--- config.mk ---
export PLATFORM = sky130hd
export DESIGN_NAME = fpga_board_top
export DESIGN_NICKNAME = d
export VERILOG_FILES = /design/src/verilog/dbg_pkg.sv /design/src/verilog/activity_led.sv /design/src/verilog/bus_arbiter.sv /design/src/verilog/bus_ram.sv /design/src/verilog/fpga_board_top.sv /design/src/verilog/fpga_reset.sv /design/src/verilog/jtag_dtm.sv /design/src/verilog/uart_bridge.sv /design/src/verilog/uart_serial.sv
export VERILOG_INCLUDE_DIRS = /design/src /design/src/verilog
export SDC_FILE = /design/constraint.sdc
export NUM_CORES = 2
export LEC_CHECK = 0
export ABC_AREA = 1
export BUFFER_PORTS_ARGS = -buffer_cell sky130_fd_sc_hd__buf_4
export CORE_UTILIZATION = 55
export CTS_CLUSTER_DIAMETER = 120
export CTS_CLUSTER_SIZE = 14
export DETAILED_ROUTE_END_ITERATION = 8
export PLACE_DENSITY = 0.7
export SLEW_MARGIN = 20
export SYNTH_ARGS = -nofsm -noshare
export SYNTH_HDL_FRONTEND = slang
export SYNTH_HIERARCHICAL = 1
export SYNTH_SLANG_ARGS = --single-unit
--- constraint.sdc ---
create_clock -name clk_osc -period 14.7 [get_ports clk_osc]
set_clock_uncertainty 0.2 [all_clocks]
set_input_delay 4.41 -clock clk_osc [delete_from_list [all_inputs] [get_ports clk_osc]]
set_output_delay 4.41 -clock clk_osc [all_outputs]
set_load 0.05 [all_outputs]
--- src/verilog/dbg_config.svh ---
// Timing constants in system clock cycles.
// The UART bit period is set for simulation and must be raised for real baud rates.
`ifndef DBG_CONFIG_SVH
`define DBG_CONFIG_SVH

// Clocks per UART bit.
`define DBG_CLKS_PER_BIT 4

// Cycles reset stays high after its cause ends.
`define DBG_RESET_STRETCH 16

// Cycles the LED stays lit after a tck edge.
`define DBG_LED_HOLD 64

`endif

--- src/verilog/dbg_pkg.sv ---
// Shared bus widths, UART opcodes and the JTAG access register layout.
// The memory is fixed at 256 words of 16 bits.
package dbg_pkg;

	typedef logic [7:0]  addr_t;
	typedef logic [15:0] data_t;

	// UART command opcodes, ASCII W and R.
	typedef enum logic [7:0] {
		op_write = 8'h57,
		op_read  = 8'h52
	} uart_op_t;

	// Access register, one 25-bit shift word read two ways.
	typedef union packed {
		struct packed {
			logic  write;
			addr_t addr;
			data_t wdata;
		} cmd;
		struct packed {
			logic       busy;
			logic [7:0] zero;
			data_t      rdata;
		} rsp;
	} dr_word_t;

endpackage

--- src/verilog/activity_led.sv ---
// LED output is active low.
`include "dbg_config.svh"

module activity_led (
	input  logic clk,
	input  logic reset,
	input  logic tck,
	output logic led
);

	localparam int hold_w = $clog2(`DBG_LED_HOLD + 1);

	logic [2:0] tck_sync;
	logic tck_edge;
	logic [hold_w-1:0] hold_count;

	// Either edge of the sampled tck.
	assign tck_edge = tck_sync[2] ^ tck_sync[1];

	always_ff @(posedge clk) begin
		tck_sync <= {tck_sync[1:0], tck};
	end

	always_ff @(posedge clk) begin
		if (reset)
			hold_count <= '0;
		else if (tck_edge)
			hold_count <= hold_w'(`DBG_LED_HOLD);
		else if (hold_count != '0)
			hold_count <= hold_count - 1'b1;
	end

	// Lit while the hold runs.
	assign led = hold_count == '0;

endmodule

--- src/verilog/bus_arbiter.sv ---
// m0 is the JTAG master, m1 the UART master.
// Grant is locked from the address handshake to the response handshake.
module bus_arbiter (
	input  logic           clk,
	input  logic           reset,
	input  logic           m0_awvalid,
	output logic           m0_awready,
	input  dbg_pkg::addr_t m0_awaddr,
	input  logic           m0_wvalid,
	output logic           m0_wready,
	input  dbg_pkg::data_t m0_wdata,
	output logic           m0_bvalid,
	input  logic           m0_bready,
	input  logic           m0_arvalid,
	output logic           m0_arready,
	input  dbg_pkg::addr_t m0_araddr,
	output logic           m0_rvalid,
	input  logic           m0_rready,
	output dbg_pkg::data_t m0_rdata,
	input  logic           m1_awvalid,
	output logic           m1_awready,
	input  dbg_pkg::addr_t m1_awaddr,
	input  logic           m1_wvalid,
	output logic           m1_wready,
	input  dbg_pkg::data_t m1_wdata,
	output logic           m1_bvalid,
	input  logic           m1_bready,
	input  logic           m1_arvalid,
	output logic           m1_arready,
	input  dbg_pkg::addr_t m1_araddr,
	output logic           m1_rvalid,
	input  logic           m1_rready,
	output dbg_pkg::data_t m1_rdata,
	output logic           s_awvalid,
	input  logic           s_awready,
	output dbg_pkg::addr_t s_awaddr,
	output logic           s_wvalid,
	input  logic           s_wready,
	output dbg_pkg::data_t s_wdata,
	input  logic           s_bvalid,
	output logic           s_bready,
	output logic           s_arvalid,
	input  logic           s_arready,
	output dbg_pkg::addr_t s_araddr,
	input  logic           s_rvalid,
	output logic           s_rready,
	input  dbg_pkg::data_t s_rdata
);

	logic req0;
	logic req1;
	logic pick;
	logic sel;
	logic locked;
	logic grant_sel;
	logic last;

	assign req0 = m0_awvalid || m0_arvalid;
	assign req1 = m1_awvalid || m1_arvalid;

	// Alternate on contention, else take whoever asks.
	assign pick = (req0 && req1) ? !last : req1;
	assign sel = locked ? grant_sel : pick;

	always_ff @(posedge clk) begin
		if (reset) begin
			locked <= 1'b0;
			grant_sel <= 1'b0;
			last <= 1'b1;
		end else if (!locked) begin
			if ((s_awvalid && s_awready) || (s_arvalid && s_arready)) begin
				locked <= 1'b1;
				grant_sel <= pick;
			end
		end else if ((s_bvalid && s_bready) || (s_rvalid && s_rready)) begin
			// Released; a new pick is seen next cycle.
			locked <= 1'b0;
			last <= grant_sel;
		end
	end

	// Request channels to the slave.
	assign s_awvalid = sel ? m1_awvalid : m0_awvalid;
	assign s_awaddr = sel ? m1_awaddr : m0_awaddr;
	assign s_wvalid = sel ? m1_wvalid : m0_wvalid;
	assign s_wdata = sel ? m1_wdata : m0_wdata;
	assign s_arvalid = sel ? m1_arvalid : m0_arvalid;
	assign s_araddr = sel ? m1_araddr : m0_araddr;
	assign s_bready = locked && (grant_sel ? m1_bready : m0_bready);
	assign s_rready = locked && (grant_sel ? m1_rready : m0_rready);

	// Readies back to the selected master.
	assign m0_awready = !sel && s_awready;
	assign m0_wready = !sel && s_wready;
	assign m0_arready = !sel && s_arready;
	assign m1_awready = sel && s_awready;
	assign m1_wready = sel && s_wready;
	assign m1_arready = sel && s_arready;

	// Responses only to the locked owner.
	assign m0_bvalid = locked && !grant_sel && s_bvalid;
	assign m0_rvalid = locked && !grant_sel && s_rvalid;
	assign m1_bvalid = locked && grant_sel && s_bvalid;
	assign m1_rvalid = locked && grant_sel && s_rvalid;
	assign m0_rdata = s_rdata;
	assign m1_rdata = s_rdata;

	a_resp_granted: assert property (@(posedge clk) disable iff (reset)
		(s_bvalid || s_rvalid) |-> locked);

endmodule

--- src/verilog/bus_ram.sv ---
// Single-beat slave; writes win over reads offered in the same cycle.
// Memory contents are undefined until written.
module bus_ram (
	input  logic           clk,
	input  logic           reset,
	input  logic           awvalid,
	output logic           awready,
	input  dbg_pkg::addr_t awaddr,
	input  logic           wvalid,
	output logic           wready,
	input  dbg_pkg::data_t wdata,
	output logic           bvalid,
	input  logic           bready,
	input  logic           arvalid,
	output logic           arready,
	input  dbg_pkg::addr_t araddr,
	output logic           rvalid,
	input  logic           rready,
	output dbg_pkg::data_t rdata
);

	import dbg_pkg::*;

	data_t mem [256];
	logic idle;

	// One response outstanding at a time.
	assign idle = !bvalid && !rvalid;
	assign awready = idle && awvalid && wvalid;
	assign wready = awready;
	assign arready = idle && arvalid && !(awvalid && wvalid);

	always_ff @(posedge clk) begin
		if (awready)
			mem[awaddr] <= wdata;
		if (arready)
			rdata <= mem[araddr];
	end

	always_ff @(posedge clk) begin
		if (reset) begin
			bvalid <= 1'b0;
			rvalid <= 1'b0;
		end else begin
			if (awready)
				bvalid <= 1'b1;
			else if (bready)
				bvalid <= 1'b0;
			if (arready)
				rvalid <= 1'b1;
			else if (rready)
				rvalid <= 1'b0;
		end
	end

endmodule

--- src/verilog/fpga_board_top.sv ---
// Single clock domain; tck is oversampled by clk_osc.
// LED is active low; mirror pins copy the raw JTAG lines.
module fpga_board_top (
	input  logic clk_osc,
	input  logic button,
	input  logic tck,
	input  logic tms,
	input  logic tdi,
	output logic tdo,
	output logic led,
	output logic mirror_tck,
	output logic mirror_tms,
	output logic mirror_tdi,
	output logic mirror_tdo,
	input  logic uart_rx,
	output logic uart_tx
);

	import dbg_pkg::*;

	logic reset;
	logic [7:0] rx_byte;
	logic rx_valid;
	logic [7:0] tx_byte;
	logic tx_start;
	logic tx_busy;

	// JTAG master.
	logic m0_awvalid, m0_awready, m0_wvalid, m0_wready, m0_bvalid, m0_bready;
	logic m0_arvalid, m0_arready, m0_rvalid, m0_rready;
	addr_t m0_awaddr, m0_araddr;
	data_t m0_wdata, m0_rdata;
	// UART master.
	logic m1_awvalid, m1_awready, m1_wvalid, m1_wready, m1_bvalid, m1_bready;
	logic m1_arvalid, m1_arready, m1_rvalid, m1_rready;
	addr_t m1_awaddr, m1_araddr;
	data_t m1_wdata, m1_rdata;
	// Memory side.
	logic s_awvalid, s_awready, s_wvalid, s_wready, s_bvalid, s_bready;
	logic s_arvalid, s_arready, s_rvalid, s_rready;
	addr_t s_awaddr, s_araddr;
	data_t s_wdata, s_rdata;

	assign mirror_tck = tck;
	assign mirror_tms = tms;
	assign mirror_tdi = tdi;
	assign mirror_tdo = tdo;

	fpga_reset fpga_reset_inst (
		.clk    (clk_osc),
		.button (button),
		.reset  (reset)
	);

	activity_led activity_led_inst (
		.clk   (clk_osc),
		.reset (reset),
		.tck   (tck),
		.led   (led)
	);

	uart_serial uart_serial_inst (
		.clk      (clk_osc),
		.reset    (reset),
		.rx       (uart_rx),
		.rx_byte  (rx_byte),
		.rx_valid (rx_valid),
		.tx_byte  (tx_byte),
		.tx_start (tx_start),
		.tx_busy  (tx_busy),
		.tx       (uart_tx)
	);

	uart_bridge uart_bridge_inst (
		.clk      (clk_osc),
		.reset    (reset),
		.rx_byte  (rx_byte),
		.rx_valid (rx_valid),
		.tx_byte  (tx_byte),
		.tx_start (tx_start),
		.tx_busy  (tx_busy),
		.awvalid  (m1_awvalid),
		.awready  (m1_awready),
		.awaddr   (m1_awaddr),
		.wvalid   (m1_wvalid),
		.wready   (m1_wready),
		.wdata    (m1_wdata),
		.bvalid   (m1_bvalid),
		.bready   (m1_bready),
		.arvalid  (m1_arvalid),
		.arready  (m1_arready),
		.araddr   (m1_araddr),
		.rvalid   (m1_rvalid),
		.rready   (m1_rready),
		.rdata    (m1_rdata)
	);

	jtag_dtm jtag_dtm_inst (
		.clk     (clk_osc),
		.reset   (reset),
		.tck     (tck),
		.tms     (tms),
		.tdi     (tdi),
		.tdo     (tdo),
		.awvalid (m0_awvalid),
		.awready (m0_awready),
		.awaddr  (m0_awaddr),
		.wvalid  (m0_wvalid),
		.wready  (m0_wready),
		.wdata   (m0_wdata),
		.bvalid  (m0_bvalid),
		.bready  (m0_bready),
		.arvalid (m0_arvalid),
		.arready (m0_arready),
		.araddr  (m0_araddr),
		.rvalid  (m0_rvalid),
		.rready  (m0_rready),
		.rdata   (m0_rdata)
	);

	bus_arbiter bus_arbiter_inst (
		.clk (clk_osc),
		.reset (reset),
		.m0_awvalid (m0_awvalid), .m0_awready (m0_awready), .m0_awaddr (m0_awaddr),
		.m0_wvalid  (m0_wvalid),  .m0_wready  (m0_wready),  .m0_wdata  (m0_wdata),
		.m0_bvalid  (m0_bvalid),  .m0_bready  (m0_bready),
		.m0_arvalid (m0_arvalid), .m0_arready (m0_arready), .m0_araddr (m0_araddr),
		.m0_rvalid  (m0_rvalid),  .m0_rready  (m0_rready),  .m0_rdata  (m0_rdata),
		.m1_awvalid (m1_awvalid), .m1_awready (m1_awready), .m1_awaddr (m1_awaddr),
		.m1_wvalid  (m1_wvalid),  .m1_wready  (m1_wready),  .m1_wdata  (m1_wdata),
		.m1_bvalid  (m1_bvalid),  .m1_bready  (m1_bready),
		.m1_arvalid (m1_arvalid), .m1_arready (m1_arready), .m1_araddr (m1_araddr),
		.m1_rvalid  (m1_rvalid),  .m1_rready  (m1_rready),  .m1_rdata  (m1_rdata),
		.s_awvalid  (s_awvalid),  .s_awready  (s_awready),  .s_awaddr  (s_awaddr),
		.s_wvalid   (s_wvalid),   .s_wready   (s_wready),   .s_wdata   (s_wdata),
		.s_bvalid   (s_bvalid),   .s_bready   (s_bready),
		.s_arvalid  (s_arvalid),  .s_arready  (s_arready),  .s_araddr  (s_araddr),
		.s_rvalid   (s_rvalid),   .s_rready   (s_rready),   .s_rdata   (s_rdata)
	);

	bus_ram bus_ram_inst (
		.clk     (clk_osc),
		.reset   (reset),
		.awvalid (s_awvalid),
		.awready (s_awready),
		.awaddr  (s_awaddr),
		.wvalid  (s_wvalid),
		.wready  (s_wready),
		.wdata   (s_wdata),
		.bvalid  (s_bvalid),
		.bready  (s_bready),
		.arvalid (s_arvalid),
		.arready (s_arready),
		.araddr  (s_araddr),
		.rvalid  (s_rvalid),
		.rready  (s_rready),
		.rdata   (s_rdata)
	);

endmodule

--- src/verilog/fpga_reset.sv ---
// Power-on relies on the FPGA loading the initial counter value.
// The button is asynchronous and is synchronized here.
`include "dbg_config.svh"

module fpga_reset (
	input  logic clk,
	input  logic button,
	output logic reset
);

	localparam int stretch_w = $clog2(`DBG_RESET_STRETCH + 1);

	// Counts up once after configuration.
	logic [3:0] por_count = '0;
	logic por_active;
	logic [1:0] button_sync;
	logic [stretch_w-1:0] stretch_count;

	assign por_active = por_count != 4'hf;

	always_ff @(posedge clk) begin
		if (por_active)
			por_count <= por_count + 4'd1;
		button_sync <= {button_sync[0], button};
	end

	// Reloaded while any cause is present.
	always_ff @(posedge clk) begin
		if (por_active || button_sync[1])
			stretch_count <= stretch_w'(`DBG_RESET_STRETCH);
		else if (stretch_count != '0)
			stretch_count <= stretch_count - 1'b1;
	end

	assign reset = por_active || button_sync[1] || (stretch_count != '0);

endmodule

--- src/verilog/jtag_dtm.sv ---
// tck is sampled as data and must be well below a quarter of clk.
// IR value 1 selects the access register; no IDCODE or BYPASS.
module jtag_dtm (
	input  logic           clk,
	input  logic           reset,
	input  logic           tck,
	input  logic           tms,
	input  logic           tdi,
	output logic           tdo,
	output logic           awvalid,
	input  logic           awready,
	output dbg_pkg::addr_t awaddr,
	output logic           wvalid,
	input  logic           wready,
	output dbg_pkg::data_t wdata,
	input  logic           bvalid,
	output logic           bready,
	output logic           arvalid,
	input  logic           arready,
	output dbg_pkg::addr_t araddr,
	input  logic           rvalid,
	output logic           rready,
	input  dbg_pkg::data_t rdata
);

	import dbg_pkg::*;

	// Standard TAP encoding.
	localparam logic [3:0] st_reset     = 4'hf;
	localparam logic [3:0] st_idle      = 4'hc;
	localparam logic [3:0] st_sel_dr    = 4'h7;
	localparam logic [3:0] st_cap_dr    = 4'h6;
	localparam logic [3:0] st_shift_dr  = 4'h2;
	localparam logic [3:0] st_exit1_dr  = 4'h1;
	localparam logic [3:0] st_pause_dr  = 4'h3;
	localparam logic [3:0] st_exit2_dr  = 4'h0;
	localparam logic [3:0] st_upd_dr    = 4'h5;
	localparam logic [3:0] st_sel_ir    = 4'h4;
	localparam logic [3:0] st_cap_ir    = 4'he;
	localparam logic [3:0] st_shift_ir  = 4'ha;
	localparam logic [3:0] st_exit1_ir  = 4'h9;
	localparam logic [3:0] st_pause_ir  = 4'hb;
	localparam logic [3:0] st_exit2_ir  = 4'h8;
	localparam logic [3:0] st_upd_ir    = 4'hd;

	logic [2:0] tck_sync;
	logic [1:0] tms_sync;
	logic [1:0] tdi_sync;
	logic tck_rise;
	logic tck_fall;
	logic [3:0] state;
	logic [3:0] next_state;
	logic ir;
	logic ir_shift;
	dr_word_t dr;
	logic busy;
	data_t rdata_q;
	addr_t addr_q;
	data_t wdata_q;

	always_ff @(posedge clk) begin
		tck_sync <= {tck_sync[1:0], tck};
		tms_sync <= {tms_sync[0], tms};
		tdi_sync <= {tdi_sync[0], tdi};
	end

	assign tck_rise = tck_sync[1] && !tck_sync[2];
	assign tck_fall = !tck_sync[1] && tck_sync[2];

	always_comb begin
		case (state)
			st_reset:    next_state = tms_sync[1] ? st_reset : st_idle;
			st_idle:     next_state = tms_sync[1] ? st_sel_dr : st_idle;
			st_sel_dr:   next_state = tms_sync[1] ? st_sel_ir : st_cap_dr;
			st_cap_dr:   next_state = tms_sync[1] ? st_exit1_dr : st_shift_dr;
			st_shift_dr: next_state = tms_sync[1] ? st_exit1_dr : st_shift_dr;
			st_exit1_dr: next_state = tms_sync[1] ? st_upd_dr : st_pause_dr;
			st_pause_dr: next_state = tms_sync[1] ? st_exit2_dr : st_pause_dr;
			st_exit2_dr: next_state = tms_sync[1] ? st_upd_dr : st_shift_dr;
			st_upd_dr:   next_state = tms_sync[1] ? st_sel_dr : st_idle;
			st_sel_ir:   next_state = tms_sync[1] ? st_reset : st_cap_ir;
			st_cap_ir:   next_state = tms_sync[1] ? st_exit1_ir : st_shift_ir;
			st_shift_ir: next_state = tms_sync[1] ? st_exit1_ir : st_shift_ir;
			st_exit1_ir: next_state = tms_sync[1] ? st_upd_ir : st_pause_ir;
			st_pause_ir: next_state = tms_sync[1] ? st_exit2_ir : st_pause_ir;
			st_exit2_ir: next_state = tms_sync[1] ? st_upd_ir : st_shift_ir;
			default:     next_state = tms_sync[1] ? st_sel_dr : st_idle;
		endcase
	end

	// TAP steps, IR, and the tdo launch on the falling edge.
	always_ff @(posedge clk) begin
		if (reset) begin
			state <= st_reset;
			ir <= 1'b1;
			tdo <= 1'b0;
		end else begin
			if (tck_rise) begin
				state <= next_state;
				if (state == st_reset)
					ir <= 1'b1;
				if (state == st_upd_ir)
					ir <= ir_shift;
			end
			if (tck_fall) begin
				if (state == st_shift_dr && ir)
					tdo <= dr[0];
				else if (state == st_shift_ir)
					tdo <= ir_shift;
				else
					tdo <= 1'b0;
			end
		end
	end

	// Shift registers carry no reset.
	always_ff @(posedge clk) begin
		if (tck_rise) begin
			if (state == st_cap_ir)
				ir_shift <= 1'b1;
			else if (state == st_shift_ir)
				ir_shift <= tdi_sync[1];
			if (ir && state == st_cap_dr) begin
				dr.rsp.busy <= busy;
				dr.rsp.zero <= '0;
				dr.rsp.rdata <= rdata_q;
			end else if (ir && state == st_shift_dr) begin
				dr <= {tdi_sync[1], dr[24:1]};
			end
		end
	end

	// Bus side, one transaction per update.
	always_ff @(posedge clk) begin
		if (reset) begin
			busy <= 1'b0;
			awvalid <= 1'b0;
			wvalid <= 1'b0;
			arvalid <= 1'b0;
		end else begin
			if (tck_rise && ir && state == st_upd_dr && !busy) begin
				busy <= 1'b1;
				addr_q <= dr.cmd.addr;
				wdata_q <= dr.cmd.wdata;
				awvalid <= dr.cmd.write;
				wvalid <= dr.cmd.write;
				arvalid <= !dr.cmd.write;
			end
			if (awready)
				awvalid <= 1'b0;
			if (wready)
				wvalid <= 1'b0;
			if (arready)
				arvalid <= 1'b0;
			if (bvalid && bready)
				busy <= 1'b0;
			if (rvalid && rready) begin
				rdata_q <= rdata;
				busy <= 1'b0;
			end
		end
	end

	assign awaddr = addr_q;
	assign araddr = addr_q;
	assign wdata = wdata_q;
	assign bready = busy;
	assign rready = busy;

	a_one_request: assert property (@(posedge clk) disable iff (reset)
		!(arvalid && awvalid));

endmodule

--- src/verilog/uart_bridge.sv ---
// Commands are W addr hi lo and R addr; a read replies hi then lo.
// Bytes that arrive while a command is in flight are lost.
module uart_bridge (
	input  logic           clk,
	input  logic           reset,
	input  logic [7:0]     rx_byte,
	input  logic           rx_valid,
	output logic [7:0]     tx_byte,
	output logic           tx_start,
	input  logic           tx_busy,
	output logic           awvalid,
	input  logic           awready,
	output dbg_pkg::addr_t awaddr,
	output logic           wvalid,
	input  logic           wready,
	output dbg_pkg::data_t wdata,
	input  logic           bvalid,
	output logic           bready,
	output logic           arvalid,
	input  logic           arready,
	output dbg_pkg::addr_t araddr,
	input  logic           rvalid,
	output logic           rready,
	input  dbg_pkg::data_t rdata
);

	import dbg_pkg::*;

	localparam logic [3:0] s_op   = 4'd0;
	localparam logic [3:0] s_addr = 4'd1;
	localparam logic [3:0] s_dhi  = 4'd2;
	localparam logic [3:0] s_dlo  = 4'd3;
	localparam logic [3:0] s_wr   = 4'd4;
	localparam logic [3:0] s_rd   = 4'd5;
	localparam logic [3:0] s_txh  = 4'd6;
	localparam logic [3:0] s_txl  = 4'd7;
	localparam logic [3:0] s_txw  = 4'd8;

	logic [3:0] state;
	logic is_write;
	addr_t addr_q;
	data_t data_q;

	always_ff @(posedge clk) begin
		if (reset) begin
			state <= s_op;
			is_write <= 1'b0;
			awvalid <= 1'b0;
			wvalid <= 1'b0;
			arvalid <= 1'b0;
		end else begin
			case (state)
				s_op: if (rx_valid) begin
					// Unknown opcodes are dropped.
					is_write <= rx_byte == op_write;
					if (rx_byte == op_write || rx_byte == op_read)
						state <= s_addr;
				end
				s_addr: if (rx_valid) begin
					addr_q <= rx_byte;
					arvalid <= !is_write;
					state <= is_write ? s_dhi : s_rd;
				end
				s_dhi: if (rx_valid) begin
					data_q[15:8] <= rx_byte;
					state <= s_dlo;
				end
				s_dlo: if (rx_valid) begin
					data_q[7:0] <= rx_byte;
					awvalid <= 1'b1;
					wvalid <= 1'b1;
					state <= s_wr;
				end
				s_wr: begin
					if (awready)
						awvalid <= 1'b0;
					if (wready)
						wvalid <= 1'b0;
					if (bvalid)
						state <= s_op;
				end
				s_rd: begin
					if (arready)
						arvalid <= 1'b0;
					if (rvalid) begin
						data_q <= rdata;
						state <= s_txh;
					end
				end
				s_txh: if (!tx_busy)
					state <= s_txl;
				s_txl: if (!tx_busy)
					state <= s_txw;
				// Wait out the low byte's stop bit.
				default: if (!tx_busy)
					state <= s_op;
			endcase
		end
	end

	assign awaddr = addr_q;
	assign araddr = addr_q;
	assign wdata = data_q;
	assign bready = state == s_wr;
	assign rready = state == s_rd;

	// Handshake with the serial block within one cycle.
	assign tx_start = (state == s_txh || state == s_txl) && !tx_busy;
	assign tx_byte = (state == s_txh) ? data_q[15:8] : data_q[7:0];

	a_aw_held: assert property (@(posedge clk) disable iff (reset)
		awvalid && !awready |=> awvalid);

endmodule

--- src/verilog/uart_serial.sv ---
// 8N1 only, no parity, no flow control.
// A byte with a bad stop bit is dropped without notice.
`include "dbg_config.svh"

module uart_serial (
	input  logic       clk,
	input  logic       reset,
	input  logic       rx,
	output logic [7:0] rx_byte,
	output logic       rx_valid,
	input  logic [7:0] tx_byte,
	input  logic       tx_start,
	output logic       tx_busy,
	output logic       tx
);

	localparam int cnt_w = $clog2(`DBG_CLKS_PER_BIT + 1);
	localparam logic [cnt_w-1:0] bit_end = cnt_w'(`DBG_CLKS_PER_BIT - 1);
	localparam logic [cnt_w-1:0] bit_mid = cnt_w'(`DBG_CLKS_PER_BIT / 2 - 1);

	localparam logic [1:0] rx_idle  = 2'd0;
	localparam logic [1:0] rx_start = 2'd1;
	localparam logic [1:0] rx_data  = 2'd2;
	localparam logic [1:0] rx_stop  = 2'd3;

	logic [1:0] rx_sync;
	logic [1:0] rx_state;
	logic [cnt_w-1:0] rx_count;
	logic [2:0] rx_bit;
	logic [7:0] rx_shift;

	logic [cnt_w-1:0] tx_count;
	logic [3:0] tx_bit;
	logic [9:0] tx_frame;

	always_ff @(posedge clk) begin
		rx_sync <= {rx_sync[0], rx};
	end

	// Receiver, sampling at bit centres.
	always_ff @(posedge clk) begin
		if (reset) begin
			rx_state <= rx_idle;
			rx_count <= '0;
			rx_bit <= '0;
			rx_valid <= 1'b0;
		end else begin
			rx_valid <= 1'b0;
			rx_count <= rx_count + 1'b1;
			case (rx_state)
				rx_idle: begin
					rx_count <= '0;
					if (!rx_sync[1])
						rx_state <= rx_start;
				end
				rx_start: if (rx_count == bit_mid) begin
					// Glitch check at start centre.
					rx_count <= '0;
					rx_bit <= '0;
					rx_state <= rx_sync[1] ? rx_idle : rx_data;
				end
				rx_data: if (rx_count == bit_end) begin
					rx_count <= '0;
					rx_bit <= rx_bit + 3'd1;
					if (rx_bit == 3'd7)
						rx_state <= rx_stop;
				end
				default: if (rx_count == bit_end) begin
					rx_valid <= rx_sync[1];
					rx_state <= rx_idle;
				end
			endcase
		end
	end

	// LSB first.
	always_ff @(posedge clk) begin
		if (rx_state == rx_data && rx_count == bit_end)
			rx_shift <= {rx_sync[1], rx_shift[7:1]};
	end

	assign rx_byte = rx_shift;

	// Transmitter, frame shifts out LSB first.
	always_ff @(posedge clk) begin
		if (reset) begin
			tx_busy <= 1'b0;
			tx_count <= '0;
			tx_bit <= '0;
			tx_frame <= '1;
		end else if (tx_start && !tx_busy) begin
			tx_busy <= 1'b1;
			tx_count <= '0;
			tx_bit <= '0;
			tx_frame <= {1'b1, tx_byte, 1'b0};
		end else if (tx_busy) begin
			tx_count <= tx_count + 1'b1;
			if (tx_count == bit_end) begin
				tx_count <= '0;
				tx_bit <= tx_bit + 4'd1;
				tx_frame <= {1'b1, tx_frame[9:1]};
				// Done after the stop bit.
				if (tx_bit == 4'd9)
					tx_busy <= 1'b0;
			end
		end
	end

	assign tx = tx_frame[0];

	a_no_start_busy: assert property (@(posedge clk) disable iff (reset)
		!(tx_start && tx_busy));

endmodule
==> flow_metrics.tcl <==
set metrics [dict create \
    synth_edf_count 4214 \
    drc 1 \
    track_usage 0.2859 \
    cp_top_family "buffers and inverters" \
    reg2reg_from "bus_arbiter_inst/locked" \
    setup_viol_count_final 0 \
    start_util 0.5527 \
    syn-cell-area_um2 174100 \
    first_pass_iters 9 \
    cp-endpoint "mirror_tck" \
    tightest_slew_ns 1.327 \
    critPathBufInv 2 \
    antenna_left 0 \
    dieHeight_um 564.6 \
    routed_wl_mm 462.2 \
    synth_top_family_by_area "simple AND/OR/NAND/NOR gates" \
    cellLeakagePower_uw 0.06500 \
    dp_hpwl_mm 243.3 \
    path_class "input port to output pin" \
    fin_tns_setup_ns 0 \
    place_ws_ns 5.382 \
    drv_cap 0 \
    yosysSeqAreaShare 0.7356 \
    power_density_nw_per_um2 116.5 \
    placeableCoreArea_um2 315000 \
    async_flop_share 0 \
    postSynthCellCount 14540 \
    peakVddDrop_v 0.0001084 \
    cts_tree "built" \
    yosysTopAreaCellShare 0.7269 \
    synth_xor_xnor_area_share 0.0003522 \
    violations "DRC" \
    grt_max_degree 221 \
    cts_sinks 4289 \
    root_buffer "clkbuf_16" \
    cpPeakStageDelay_ns 0.18 \
    synth_commonest_cells "nand2_1 (4502), edfxtp_1 (4214), nand3_1 (4083), buf_2 (531), nor2_1 (364)" \
    synth_top_flop_cell "edfxtp_1" \
    synth-seq-cells 4289 \
    r2r_cells 21 \
    clk_pin_slew_ns 0.07 \
    yosys_warnings 6 \
    dieArea_um2 318800 \
    clock_path_buffers 4 \
    cts-resized-gates 0 \
    syn-num-nets 14560 \
    grt_antenna_before_repair 13 \
    crit_path_max_fanout 3 \
    synth_most_common_cell "nand2_1" \
    drive_gt1_frac 0.06386 \
    post-cts-setup-buffer-count 0 \
    hold_class "flip-flop to flip-flop" \
    worst_slack_ns 5.383 \
    whs_path_depth 0 \
    fin_crit_sh 0.6338 \
    rows 206 \
    clock.fmax_mhz 107.3 \
    worstSetupEndpointType "output pin" \
    synth-compound-area-share 0.001567 \
    crit_cells 2 \
    finalNetCount 14310 \
    port_buffers 12 \
    path_cells "buf_4 > buf_4" \
    fp.dieW_um 564.6 \
    cpMostUsedCell "buf_4" \
    r2r_end "bus_ram_inst/rdata[1]" \
    syn2layout_area_growth_pct 7.427 \
    yosys.area.top_type "edfxtp_1" \
    grt_pass1_vias 103400 \
    startpoint "tck" \
    synthAdderAreaFrac 0.001294 \
    hold_violations 0 \
    arrival_ns 4.71 \
    synth_area_leaders "edfxtp_1 (73%), nand3_1 (12%), nand2_1 (9.7%)" \
    yosysUniqueCellTypes 46 \
    period_minus_slack_ns 9.317 \
    gp_congestion 0.8730 \
    syn_avg_cell_area_um2 11.97 \
    wl_per_cell_um 24.94 \
    rsz0062_at_grt "no" \
    io_pins 13 \
    vias 112500 \
    cp.required_ns 10.09 \
    slowest_stage "buf_4" \
    reg2reg_setup_slack_ns 7.49 \
    clock_latency_ns 0.98 \
    run_status "finished, violations left" \
    drv_slew 0 \
    grt_pass1_wl_mm 676.1 \
    grt-ovfl-total 0 \
    vias_per_cell 6.073 \
    synthSimpleGateAreaFrac 0.2250 \
    slew-limit-headroom 0.1150 \
    muxShareOfSynthArea 0.001768 \
    first_iter_violations 16210 \
    htreeDepth 5 \
    postCtsHoldBufs 0 \
    cp-start-kind "input port" \
    cts_buffers 344 \
]
-- sequential cells by signal (all words and copies together) (netlist names), 5 cells and up --
name	cells
fpga_reset_inst/stretch_count	5
jtag_dtm_inst/rdata_q	16
activity_led_inst/hold_count	7
uart_bridge_inst/wdata	16
uart_serial_inst/tx_frame	9
bus_ram_inst/rdata	16
bus_ram_inst/mem	4096
uart_serial_inst/rx_byte	8
jtag_dtm_inst/wdata	16
uart_bridge_inst/araddr	8
jtag_dtm_inst/dr	25
jtag_dtm_inst/araddr	8
-- report_power, final --
part / switching, µW / total, µW / internal, µW
clock: 4230 / 8500 / 4270
combinational: 38.0 / 58.8 / 20.8
sequential: 6.82 / 13200 / 13200
total: 4280 / 21800 / 17500
-- cell type report --
cell class	instances	area (µm²)
multi-input combinational	9109	40310
tap	4160	5205
clock inverter	26	511.7
inverter	137	570.5
sequential	4289	128000
antenna	12	30.03
timing repair buffer	406	3472
fill	24020	128000
clock buffer	393	8856
-- placed cells by master, fill, tap and decap left out, types with 3 or more instances in the layout --
master,n
nand2_2,29
edfxtp_1,4214
inv_8,3
diode_2,12
xnor2_1,4
clkbuf_1,46
a21oi_1,24
mux2_2,14
nor2_2,23
nand2_1,4464
clkinv_16,9
buf_4,372
clkbuf_16,347
nor2_4,7
inv_6,8
clkinv_8,3
mux2_4,10
inv_16,8
nand3_1,4083
nand4_1,10
inv_2,12
dfxtp_1,75
inv_1,116
nand2_4,21
nand3_2,3
nor3_1,9
buf_12,32
xor2_1,3
ha_1,18
o21ai_0,14
nor2_1,346
-- worst min path at each step --
stage	from	end	slack, ns
floorplan	activity_led_inst/tck_sync[0]	activity_led_inst/tck_sync[1]	0.11
global placement	jtag_dtm_inst/tdi_sync[0]	jtag_dtm_inst/tdi_sync[1]	0.13
detailed placement	activity_led_inst/tck_sync[0]	activity_led_inst/tck_sync[1]	0.12
CTS	activity_led_inst/tck_sync[0]	activity_led_inst/tck_sync[1]	0.13
global route	activity_led_inst/tck_sync[0]	activity_led_inst/tck_sync[1]	0.14
finish	activity_led_inst/tck_sync[0]	activity_led_inst/tck_sync[1]	0.13
-- cell families (layout without fill, tap and decap cells) --
group / Yosys count / in the layout
and+or+nand+nor: 9011 / 9011
DFF: 4289 / 4289
buffers and inverters: 1142 / 962
xor gates and xnor gates: 7 / 7
AOI/OAI and AO/OA: 49 / 49
adders and majority gates: 18 / 18
muxes: 24 / 24
other: 0 / 12
-- metrics by stage --
| step | hold WS, ns | instances | cell area, µm² | utilization | total power, µW |
|---|---|---|---|---|---|
| after global routing | 0.1363 | 18520 | 187000 | 0.5936 | 22170 |
| final | 0.1301 | 18530 | 187000 | 0.5937 | 21780 |
| after detailed placement | 0.1196 | 18100 | 177600 | 0.5637 | 13550 |
| after floorplan | 0.1096 | 14540 | 174100 | - | 13530 |
| after global placement | 0.1348 | 18100 | 177500 | 0.5637 | 13550 |
| after CTS | 0.1296 | 18520 | 186900 | 0.5935 | 21770 |
-- per-layer routing --
layer,global-route usage,up-vias,share of wire
li1,-,50690,-
met1,0.4062,54830,0.39
met2,0.4406,6113,0.46
met3,0.04847,913,0.10
met4,0.1196,4,0.042
met5,0,-,0.000041
Note: power is estimated with default switching activity, not from simulation.
